**src/periph_soc_pkg.sv**
```systemverilog
// Shared widths, slot map and register offsets of the peripheral cluster
// Word addresses only: bits 7:6 pick the slot, 5:2 the register, 1:0 ignored
// Credit counts must match what the host assumes after reset

package periph_soc_pkg;

    typedef logic [7:0] bus_addr_t;
    typedef logic [31:0] bus_data_t;
    typedef logic [1:0] slot_t;
    typedef logic [3:0] reg_idx_t;

    localparam int GPIO_WIDTH = 12;
    typedef logic [GPIO_WIDTH-1:0] gpio_t;

    typedef logic [63:0] mtime_t;

    localparam int IRQ_TOTAL = 16;
    typedef logic [IRQ_TOTAL-1:0] irq_vec_t;
    typedef logic [$clog2(IRQ_TOTAL)-1:0] irq_id_t;

    // Flow control
    localparam int REQ_CREDITS = 2;                 // Request queue depth
    localparam int RESP_CREDITS = 2;                // Granted by the host at reset
    typedef logic [$clog2(REQ_CREDITS)-1:0] qptr_t;
    typedef logic [$clog2(REQ_CREDITS+1)-1:0] req_cnt_t;
    typedef logic [$clog2(RESP_CREDITS+1)-1:0] resp_cnt_t;

    // Slots, slot 3 left unmapped
    localparam slot_t SLOT_GPIO = 2'd0;
    localparam slot_t SLOT_TIMER = 2'd1;
    localparam slot_t SLOT_IRQ = 2'd2;

    // GPIO registers
    localparam reg_idx_t GPIO_IN = 4'd0;
    localparam reg_idx_t GPIO_OUT = 4'd1;
    localparam reg_idx_t GPIO_DIR = 4'd2;
    localparam reg_idx_t GPIO_IE = 4'd3;
    localparam reg_idx_t GPIO_IP = 4'd4;            // Write 1 to clear

    // Timer registers
    localparam reg_idx_t TMR_MTIME_LO = 4'd0;
    localparam reg_idx_t TMR_MTIME_HI = 4'd1;
    localparam reg_idx_t TMR_CMP_LO = 4'd2;
    localparam reg_idx_t TMR_CMP_HI = 4'd3;
    localparam reg_idx_t TMR_MSIP = 4'd4;

    // Interrupt controller registers
    localparam reg_idx_t IRQ_ENABLE = 4'd0;
    localparam reg_idx_t IRQ_PENDING = 4'd1;
    localparam reg_idx_t IRQ_CLAIM = 4'd2;

    // Source numbering, 0 means no interrupt
    localparam int IRQ_GPIO_BASE = 1;
    localparam int IRQ_EXT = 13;

    localparam bus_data_t ERR_DATA = 32'hdead_beef;

endpackage

```
**src/periph_bus_ctrl.sv**
```systemverilog
// Request queue and response path of the register bus
// One access per cycle at most, responses strictly in request order
// The host must respect its request credits; a full queue is overwritten

module periph_bus_ctrl
(
    input logic i_clk,
    input logic i_reset,
    input logic i_req_valid,
    input logic i_req_write,
    input periph_soc_pkg::bus_addr_t i_req_addr,
    input periph_soc_pkg::bus_data_t i_req_wdata,
    output logic o_req_credit,                      // One pulse per popped entry
    output logic o_resp_valid,
    output periph_soc_pkg::bus_data_t o_resp_rdata,
    output logic o_resp_err,
    input logic i_resp_credit,
    output logic o_sel_gpio,
    output logic o_sel_timer,
    output logic o_sel_irq,
    output logic o_wr,
    output periph_soc_pkg::reg_idx_t o_idx,
    output periph_soc_pkg::bus_data_t o_wdata,
    input periph_soc_pkg::bus_data_t i_rdata_gpio,
    input periph_soc_pkg::bus_data_t i_rdata_timer,
    input periph_soc_pkg::bus_data_t i_rdata_irq,
    input logic i_bad_gpio,
    input logic i_bad_timer,
    input logic i_bad_irq
);

logic q_write [periph_soc_pkg::REQ_CREDITS];
periph_soc_pkg::bus_addr_t q_addr [periph_soc_pkg::REQ_CREDITS];
periph_soc_pkg::bus_data_t q_wdata [periph_soc_pkg::REQ_CREDITS];
periph_soc_pkg::qptr_t wr_ptr;
periph_soc_pkg::qptr_t rd_ptr;
periph_soc_pkg::req_cnt_t q_count;
periph_soc_pkg::resp_cnt_t resp_credits;
periph_soc_pkg::bus_addr_t head_addr;
periph_soc_pkg::slot_t head_slot;
periph_soc_pkg::bus_data_t slave_rdata;
logic head_bad;
logic issue;

assign head_addr = q_addr[rd_ptr];
assign head_slot = head_addr[7:6];
assign issue = (q_count != '0) && (resp_credits != '0);

// Head of queue drives the shared slave bus
assign o_wr = q_write[rd_ptr];
assign o_idx = head_addr[5:2];
assign o_wdata = q_wdata[rd_ptr];
assign o_sel_gpio = issue && (head_slot == periph_soc_pkg::SLOT_GPIO);
assign o_sel_timer = issue && (head_slot == periph_soc_pkg::SLOT_TIMER);
assign o_sel_irq = issue && (head_slot == periph_soc_pkg::SLOT_IRQ);

always_comb
begin
    slave_rdata = '0;
    head_bad = 1'b1;                                // Unmapped slot by default
    case (head_slot)
        periph_soc_pkg::SLOT_GPIO:
        begin
            slave_rdata = i_rdata_gpio;
            head_bad = i_bad_gpio;
        end
        periph_soc_pkg::SLOT_TIMER:
        begin
            slave_rdata = i_rdata_timer;
            head_bad = i_bad_timer;
        end
        periph_soc_pkg::SLOT_IRQ:
        begin
            slave_rdata = i_rdata_irq;
            head_bad = i_bad_irq;
        end
        default:
        begin
            slave_rdata = '0;
            head_bad = 1'b1;
        end
    endcase
end

always_ff @(posedge i_clk)
begin
    if (i_req_valid)
    begin
        q_write[wr_ptr] <= i_req_write;
        q_addr[wr_ptr] <= i_req_addr;
        q_wdata[wr_ptr] <= i_req_wdata;
    end
end

always_ff @(posedge i_clk)
begin
    if (i_reset)
    begin
        wr_ptr <= '0;
        rd_ptr <= '0;
        q_count <= '0;
    end
    else
    begin
        if (i_req_valid)
            wr_ptr <= (wr_ptr == periph_soc_pkg::qptr_t'(periph_soc_pkg::REQ_CREDITS - 1))
                      ? '0 : wr_ptr + 1'b1;
        if (issue)
            rd_ptr <= (rd_ptr == periph_soc_pkg::qptr_t'(periph_soc_pkg::REQ_CREDITS - 1))
                      ? '0 : rd_ptr + 1'b1;
        q_count <= q_count + periph_soc_pkg::req_cnt_t'(i_req_valid)
                   - periph_soc_pkg::req_cnt_t'(issue);
    end
end

// Response credits, saturating at the reset grant
always_ff @(posedge i_clk)
begin
    if (i_reset)
        resp_credits <= periph_soc_pkg::resp_cnt_t'(periph_soc_pkg::RESP_CREDITS);
    else if (issue && !i_resp_credit)
        resp_credits <= resp_credits - 1'b1;
    else if (!issue && i_resp_credit &&
             resp_credits != periph_soc_pkg::resp_cnt_t'(periph_soc_pkg::RESP_CREDITS))
        resp_credits <= resp_credits + 1'b1;
end

always_ff @(posedge i_clk)
begin
    if (i_reset)
    begin
        o_resp_valid <= 1'b0;
        o_req_credit <= 1'b0;
    end
    else
    begin
        o_resp_valid <= issue;
        o_req_credit <= issue;
    end
end

always_ff @(posedge i_clk)
begin
    if (issue)
    begin
        o_resp_err <= head_bad;
        if (head_bad)
            o_resp_rdata <= periph_soc_pkg::ERR_DATA;
        else if (o_wr)
            o_resp_rdata <= '0;                     // Writes return zero
        else
            o_resp_rdata <= slave_rdata;
    end
end

endmodule

```
**src/periph_gpio.sv**
```systemverilog
// GPIO port with output, direction and rising-edge interrupt registers
// Pins are sampled through two flops, so edges show up 3 cycles late
// Pending bits stay set until software writes 1 to them

module periph_gpio
(
    input logic i_clk,
    input logic i_reset,
    input logic i_sel,
    input logic i_wr,
    input periph_soc_pkg::reg_idx_t i_idx,
    input periph_soc_pkg::bus_data_t i_wdata,
    output periph_soc_pkg::bus_data_t o_rdata,
    output logic o_bad_idx,
    input periph_soc_pkg::gpio_t i_gpio,
    output periph_soc_pkg::gpio_t o_gpio,
    output periph_soc_pkg::gpio_t o_gpio_dir,
    output periph_soc_pkg::gpio_t o_irq
);

periph_soc_pkg::gpio_t gpio_out;
periph_soc_pkg::gpio_t gpio_dir;
periph_soc_pkg::gpio_t gpio_ie;
periph_soc_pkg::gpio_t gpio_ip;
periph_soc_pkg::gpio_t sync_meta;
periph_soc_pkg::gpio_t sync_in;
periph_soc_pkg::gpio_t sync_prev;
periph_soc_pkg::gpio_t rise;
periph_soc_pkg::gpio_t ip_clr;

assign rise = sync_in & ~sync_prev;
assign ip_clr = (i_sel && i_wr && i_idx == periph_soc_pkg::GPIO_IP)
                ? i_wdata[periph_soc_pkg::GPIO_WIDTH-1:0] : '0;

always_comb
begin
    o_bad_idx = 1'b0;
    case (i_idx)
        periph_soc_pkg::GPIO_IN:  o_rdata = periph_soc_pkg::bus_data_t'(sync_in);
        periph_soc_pkg::GPIO_OUT: o_rdata = periph_soc_pkg::bus_data_t'(gpio_out);
        periph_soc_pkg::GPIO_DIR: o_rdata = periph_soc_pkg::bus_data_t'(gpio_dir);
        periph_soc_pkg::GPIO_IE:  o_rdata = periph_soc_pkg::bus_data_t'(gpio_ie);
        periph_soc_pkg::GPIO_IP:  o_rdata = periph_soc_pkg::bus_data_t'(gpio_ip);
        default:
        begin
            o_rdata = '0;
            o_bad_idx = 1'b1;
        end
    endcase
end

always_ff @(posedge i_clk)
begin
    if (i_reset)
    begin
        gpio_out <= '0;
        gpio_dir <= '0;
        gpio_ie <= '0;
        gpio_ip <= '0;
        sync_meta <= '0;
        sync_in <= '0;
        sync_prev <= '0;
    end
    else
    begin
        sync_meta <= i_gpio;
        sync_in <= sync_meta;
        sync_prev <= sync_in;
        gpio_ip <= (gpio_ip & ~ip_clr) | (rise & gpio_ie);  // New edge beats clear
        if (i_sel && i_wr)
        begin
            case (i_idx)
                periph_soc_pkg::GPIO_OUT: gpio_out <= i_wdata[periph_soc_pkg::GPIO_WIDTH-1:0];
                periph_soc_pkg::GPIO_DIR: gpio_dir <= i_wdata[periph_soc_pkg::GPIO_WIDTH-1:0];
                periph_soc_pkg::GPIO_IE:  gpio_ie <= i_wdata[periph_soc_pkg::GPIO_WIDTH-1:0];
                default: ;
            endcase
        end
    end
end

assign o_gpio = gpio_out;
assign o_gpio_dir = gpio_dir;
assign o_irq = gpio_ip;

endmodule

```
**src/periph_irq_ctrl.sv**
```systemverilog
// Minimal platform interrupt controller, one context, no priorities
// Sources are level sampled; a still-active source pends again after claim
// Claim is a read with side effect: it clears the returned pending bit

module periph_irq_ctrl
(
    input logic i_clk,
    input logic i_reset,
    input logic i_sel,
    input logic i_wr,
    input periph_soc_pkg::reg_idx_t i_idx,
    input periph_soc_pkg::bus_data_t i_wdata,
    output periph_soc_pkg::bus_data_t o_rdata,
    output logic o_bad_idx,
    input periph_soc_pkg::irq_vec_t i_sources,
    output logic o_meip
);

periph_soc_pkg::irq_vec_t enable;
periph_soc_pkg::irq_vec_t pending;
periph_soc_pkg::irq_vec_t active;
periph_soc_pkg::irq_vec_t claim_clr;
periph_soc_pkg::irq_id_t claim_id;
logic claim_rd;

assign active = pending & enable;
assign claim_rd = i_sel && !i_wr && (i_idx == periph_soc_pkg::IRQ_CLAIM);
assign claim_clr = claim_rd ? (periph_soc_pkg::irq_vec_t'(1) << claim_id) : '0;

// Lowest index wins, source 0 is never reported
always_comb
begin
    claim_id = '0;
    for (int i = periph_soc_pkg::IRQ_TOTAL - 1; i > 0; i--)
    begin
        if (active[i])
            claim_id = periph_soc_pkg::irq_id_t'(i);
    end
end

always_comb
begin
    o_bad_idx = 1'b0;
    case (i_idx)
        periph_soc_pkg::IRQ_ENABLE:  o_rdata = periph_soc_pkg::bus_data_t'(enable);
        periph_soc_pkg::IRQ_PENDING: o_rdata = periph_soc_pkg::bus_data_t'(pending);
        periph_soc_pkg::IRQ_CLAIM:   o_rdata = periph_soc_pkg::bus_data_t'(claim_id);
        default:
        begin
            o_rdata = '0;
            o_bad_idx = 1'b1;
        end
    endcase
end

always_ff @(posedge i_clk)
begin
    if (i_reset)
    begin
        enable <= '0;
        pending <= '0;
    end
    else
    begin
        pending <= (pending | i_sources) & ~claim_clr;
        if (i_sel && i_wr && i_idx == periph_soc_pkg::IRQ_ENABLE)
            enable <= i_wdata[periph_soc_pkg::IRQ_TOTAL-1:0];
    end
end

assign o_meip = |active;

endmodule

```
**src/periph_soc.sv**
```systemverilog
// Peripheral cluster top: bus controller, GPIO, timer and interrupt controller
// Single clock domain, synchronous active-high reset
// Interrupt sources: 1..12 GPIO pins, 13 external line, 0/14/15 unused

module periph_soc
(
    input logic i_sys_clk,                          // System clock
    input logic i_reset,
    input logic i_req_valid,
    input logic i_req_write,
    input periph_soc_pkg::bus_addr_t i_req_addr,
    input periph_soc_pkg::bus_data_t i_req_wdata,
    output logic o_req_credit,
    output logic o_resp_valid,
    output periph_soc_pkg::bus_data_t o_resp_rdata,
    output logic o_resp_err,
    input logic i_resp_credit,
    input periph_soc_pkg::gpio_t i_gpio,
    output periph_soc_pkg::gpio_t o_gpio,
    output periph_soc_pkg::gpio_t o_gpio_dir,
    input logic i_ext_irq,
    output logic o_mtip,
    output logic o_msip,
    output logic o_meip
);

logic sel_gpio;
logic sel_timer;
logic sel_irq;
logic bus_wr;
periph_soc_pkg::reg_idx_t bus_idx;
periph_soc_pkg::bus_data_t bus_wdata;
periph_soc_pkg::bus_data_t rdata_gpio;
periph_soc_pkg::bus_data_t rdata_timer;
periph_soc_pkg::bus_data_t rdata_irq;
logic bad_gpio;
logic bad_timer;
logic bad_irq;
periph_soc_pkg::gpio_t gpio_irq;
periph_soc_pkg::irq_vec_t irq_sources;

periph_bus_ctrl ctrl0 (
    .i_clk(i_sys_clk),
    .i_reset(i_reset),
    .i_req_valid(i_req_valid),
    .i_req_write(i_req_write),
    .i_req_addr(i_req_addr),
    .i_req_wdata(i_req_wdata),
    .o_req_credit(o_req_credit),
    .o_resp_valid(o_resp_valid),
    .o_resp_rdata(o_resp_rdata),
    .o_resp_err(o_resp_err),
    .i_resp_credit(i_resp_credit),
    .o_sel_gpio(sel_gpio),
    .o_sel_timer(sel_timer),
    .o_sel_irq(sel_irq),
    .o_wr(bus_wr),
    .o_idx(bus_idx),
    .o_wdata(bus_wdata),
    .i_rdata_gpio(rdata_gpio),
    .i_rdata_timer(rdata_timer),
    .i_rdata_irq(rdata_irq),
    .i_bad_gpio(bad_gpio),
    .i_bad_timer(bad_timer),
    .i_bad_irq(bad_irq)
);

periph_gpio gpio0 (
    .i_clk(i_sys_clk),
    .i_reset(i_reset),
    .i_sel(sel_gpio),
    .i_wr(bus_wr),
    .i_idx(bus_idx),
    .i_wdata(bus_wdata),
    .o_rdata(rdata_gpio),
    .o_bad_idx(bad_gpio),
    .i_gpio(i_gpio),
    .o_gpio(o_gpio),
    .o_gpio_dir(o_gpio_dir),
    .o_irq(gpio_irq)
);

periph_timer timer0 (
    .i_clk(i_sys_clk),
    .i_reset(i_reset),
    .i_sel(sel_timer),
    .i_wr(bus_wr),
    .i_idx(bus_idx),
    .i_wdata(bus_wdata),
    .o_rdata(rdata_timer),
    .o_bad_idx(bad_timer),
    .o_mtip(o_mtip),
    .o_msip(o_msip)
);

periph_irq_ctrl irq0 (
    .i_clk(i_sys_clk),
    .i_reset(i_reset),
    .i_sel(sel_irq),
    .i_wr(bus_wr),
    .i_idx(bus_idx),
    .i_wdata(bus_wdata),
    .o_rdata(rdata_irq),
    .o_bad_idx(bad_irq),
    .i_sources(irq_sources),
    .o_meip(o_meip)
);

// Source map
always_comb
begin
    irq_sources = '0;
    irq_sources[periph_soc_pkg::IRQ_GPIO_BASE +: periph_soc_pkg::GPIO_WIDTH] = gpio_irq;
    irq_sources[periph_soc_pkg::IRQ_EXT] = i_ext_irq;
end

endmodule

```
**src/periph_timer.sv**
```systemverilog
// Core-local timer for a single hart
// mtime is read-only and ticks every clock; compare resets to all ones
// Software updates the 64-bit compare one half at a time

module periph_timer
(
    input logic i_clk,
    input logic i_reset,
    input logic i_sel,
    input logic i_wr,
    input periph_soc_pkg::reg_idx_t i_idx,
    input periph_soc_pkg::bus_data_t i_wdata,
    output periph_soc_pkg::bus_data_t o_rdata,
    output logic o_bad_idx,
    output logic o_mtip,
    output logic o_msip
);

periph_soc_pkg::mtime_t mtime;
periph_soc_pkg::mtime_t mtimecmp;
logic msip;

always_comb
begin
    o_bad_idx = 1'b0;
    case (i_idx)
        periph_soc_pkg::TMR_MTIME_LO: o_rdata = mtime[31:0];
        periph_soc_pkg::TMR_MTIME_HI: o_rdata = mtime[63:32];
        periph_soc_pkg::TMR_CMP_LO:   o_rdata = mtimecmp[31:0];
        periph_soc_pkg::TMR_CMP_HI:   o_rdata = mtimecmp[63:32];
        periph_soc_pkg::TMR_MSIP:     o_rdata = periph_soc_pkg::bus_data_t'(msip);
        default:
        begin
            o_rdata = '0;
            o_bad_idx = 1'b1;
        end
    endcase
end

always_ff @(posedge i_clk)
begin
    if (i_reset)
    begin
        mtime <= '0;
        mtimecmp <= '1;                             // No timer interrupt until set
        msip <= 1'b0;
    end
    else
    begin
        mtime <= mtime + 1'b1;
        if (i_sel && i_wr)
        begin
            case (i_idx)
                periph_soc_pkg::TMR_CMP_LO: mtimecmp[31:0] <= i_wdata;
                periph_soc_pkg::TMR_CMP_HI: mtimecmp[63:32] <= i_wdata;
                periph_soc_pkg::TMR_MSIP:   msip <= i_wdata[0];
                default: ;                          // mtime writes ignored
            endcase
        end
    end
end

assign o_mtip = (mtime >= mtimecmp);
assign o_msip = msip;

endmodule

```
**config.mk**
```make
export PLATFORM = sky130hd
export DESIGN_NAME = periph_soc
export DESIGN_NICKNAME = d
export VERILOG_FILES = /design/src/periph_soc_pkg.sv /design/src/periph_bus_ctrl.sv /design/src/periph_gpio.sv /design/src/periph_irq_ctrl.sv /design/src/periph_soc.sv /design/src/periph_timer.sv
export SDC_FILE = /design/constraint.sdc
export NUM_CORES = 1
export LEC_CHECK = 0
export BUFFER_PORTS_ARGS = -buffer_cell sky130_fd_sc_hd__buf_2
export CAP_MARGIN = 10
export CORE_ASPECT_RATIO = 1.1
export CORE_MARGIN = 3
export CORE_UTILIZATION = 55
export CTS_CLUSTER_DIAMETER = 30
export CTS_CLUSTER_SIZE = 28
export DETAILED_ROUTE_END_ITERATION = 7
export PLACE_DENSITY_LB_ADDON = 0.15
export SYNTH_ARGS = -nofsm -noshare
export SYNTH_HDL_FRONTEND = slang
export SYNTH_HIERARCHICAL = 1
export SYNTH_SLANG_ARGS = --single-unit
```
**constraint.sdc**
```tcl
create_clock -name i_sys_clk -period 4.2 [get_ports i_sys_clk]
set_input_delay 0.84 -clock i_sys_clk [delete_from_list [all_inputs] [get_ports i_sys_clk]]
set_output_delay 0.84 -clock i_sys_clk [all_outputs]
set_load 0.01 [all_outputs]
```
==> flow_summary.yaml <==
outcome:
  outcome: "finished clean"
global_routing:
  grt_util_all_layers: 0.275
  gr-total-overflow: 0
  grt_max_degree: 65
  grt_pass1_wl_um: 76100
  antenna_found_initial: 2
  grt_pass1_vias: 13400
clock_network:
  cts_tree: "done"
  worst_setup_hold_path_clk_slew_ns: 0.05
  cts_setup_buffers: 0
  cts-buffers-inserted: 78
  max-clock-path-buffers: 3
  cts_hold_buf: 0
  worstSkewPairLatency_ns: 0.60
  cts_sinks: 364
  htree_num_levels: 3
  cts_resized: 0
  cts-root-buf: "clkbuf_16"
setup_path:
  crit_fanout: 7
  cp-end-kind: "output port"
  arrival_ns: 3.17
  crit_path_cell_trace: "ha_1 -> nand4_1 -> nor2_1 -> nor4b_1 -> or3_1 -> a211oi_1 -> o31ai_1 -> buf_2"
  startpoint_type: "register"
  crit_type: "reg -> out"
  critPathMaxStageDelay_ns: 0.55
  cp_top_family: "simple AND/OR/NAND/NOR gates"
  cp_slowest_cell: "o31ai_1"
  worst-path-buf-inv: 1
  cp.required_ns: 3.36
power:
  peakVddDrop_uv: 389
  total_leakage_power_nw: 8.97
  p_per_area_nw_per_um2: 573
yosys:
  synthArstFlopShare: 0
  synth_seq_cells: 364
  synthTopCellsByArea: "dfxtp_1, edfxtp_1, mux2i_1, ha_1, mux4_2"
  synth_commonest_cells: "dfxtp_1, nand2_1, nor2_1, edfxtp_1, inv_1"
  synth_warnings: 6
  synth.largest_area_cell: "dfxtp_1"
  yosysSeqAreaShare: 0.459
  synth_area_um2: 18300
  synth_edf_count: 111
  yosysUniqueCellTypes: 89
  synth_top_cell_area_share: 0.277
  synth_most_common_cell: "dfxtp_1"
  postSynthCellCount: 1756
  syn_avg_cell_area_um2: 10.4
  synth_ff_type: "dfxtp_1"
cells_and_area:
  num_antenna_cells: 0
  area_growth_pct: 19.8
  final_layout_size_suffix_gt1_frac: 0.216
  stdcell_count: 2378
  finalCoreUtilization: 0.674
  fill_cells: 2501
  layout.nets: 2012
detailed_routing:
  drc_errors: 0
  wl_um: 49700
  dr.pass1.iters: 5
  routedWlPerCell_um: 20.9
  drt_iter0_drc: 1334
  routed_via_density: 5.90
  vias: 14000
  ant_nets: 0
timing:
  period_minus_slack_ns: 4.01
  period_share: 0.954
  setup_viol: 0
  rsz0062_at_grt: "no"
  slew_violations: 0
  relSlewSlack: 0.208
  worstMarginPinSlew_ns: 1.19
  setup_tns_ns: 0
  fmax_mhz: 250
  hold_viol: 0
  finClkSkew_ns: 0.0196
placement:
  dp.cells: 2233
  gp_congestion: 0.952
  portBuffers: 117
  hpwl_um: 34600
floorplan:
  row_count: 69
  die_area_um2: 35500
  core-area_um2: 32500
  io_pins: 120
  die_h_um: 197
  initial_core_util: 0.563
  fp.dieW_um: 180
flow_run:
  cap_violations: 0
hold_path:
  hold_class: "reg -> reg"
[where the power goes]
group / internal (mW) / switching [mW]
registers: 3.94 / 0.112
logic: 0.677 / 1.17
clock network: 4.61 / 2.08
[worst paths after layout]
check / startpoint / end / slack (ns) / depth (start not counted)
hold / removal: gpio0/sync_meta[4] / gpio0/sync_in[4] / 0.43 / 1
setup / recovery: timer0/mtime[14] / o_mtip / 0.19 / 8
hold reg to reg: gpio0/sync_meta[4] / gpio0/sync_in[4] / 0.43 / 1
setup reg to reg: register / ctrl0/o_resp_rdata[0] / 0.73 / 6
[kinds of logic (layout without fill, tap and decap cells)]
logic type	Yosys count	in the layout	share of synthesized area
flip-flops	364	364	0.459
XOR/XNOR	52	52	0.0249
buffers and inverters	236	396	0.0642
adder cells (fa/ha/maj)	67	67	0.0458
AO/OA/AOI/OAI	278	278	0.123
AND/OR/NAND/NOR	575	575	0.157
multiplexers	181	181	0.125
other	3	39	0.000615
[per-stage QoR]
stage	setup slack, ns	power, mW	hold WS [ns]	instance area [µm²]
global placement	0.858	5.91	0.422	19000
detailed placement	0.831	5.94	0.420	19000
floorplan	0.971	5.37	0.414	18400
CTS	0.247	12.6	0.403	21900
global route	0.0826	13.0	0.408	21900
finish	0.195	12.6	0.432	21900
[registers in the layout (all words and copies together), names as in the netlist, named ones only]
signal	count
timer0/mtime	64
ctrl0/q_count	2
timer0/mtimecmp	64
ctrl0/resp_credits	2
ctrl0/q_addr	12
gpio0/o_gpio	12
ctrl0/o_resp_valid	1
ctrl0/q_write	2
gpio0/o_gpio_dir	12
ctrl0/wr_ptr	1
gpio0/o_irq	12
gpio0/sync_prev	12
irq0/pending	16
irq0/enable	16
ctrl0/q_wdata	64
gpio0/gpio_ie	12
ctrl0/o_resp_err	1
gpio0/sync_in	12
ctrl0/rd_ptr	1
timer0/o_msip	1
gpio0/sync_meta	12
ctrl0/o_resp_rdata	32
[routing by layer]
metal | vias to the layer above | routed length [µm] | global-route usage
met4 | 0 | 1870 | 0.128
li1 | 6552 | - | -
met1 | 6832 | 21300 | 0.371
met5 | - | 0 | 0
met3 | 111 | 3760 | 0.0589
met2 | 546 | 22700 | 0.426
[cells in the final DEF (no fill, tap or decap), types with 47 or more instances in the layout]
| cell type | instances |
|---|---|
| o211ai_1 | 67 |
| mux2i_1 | 97 |
| nor2_1 | 129 |
| nand2_1 | 187 |
| edfxtp_1 | 111 |
| buf_2 | 116 |
| ha_1 | 67 |
| mux2_2 | 47 |
| dfxtp_1 | 252 |
| clkbuf_16 | 81 |
| nor2b_1 | 53 |
| inv_1 | 105 |
[final cells by class]
type	instances	area [µm²]	share of cell area
multi-input combinational	1192	8900	0.406
clock buffer	91	2100	0.0959
timing repair buffer	143	796	0.0363
sequential	364	8400	0.383
inverter	108	405	0.0185
clock inverter	54	803	0.0366
tap	426	533	0.0243
Power figures use the tool's default switching activity.
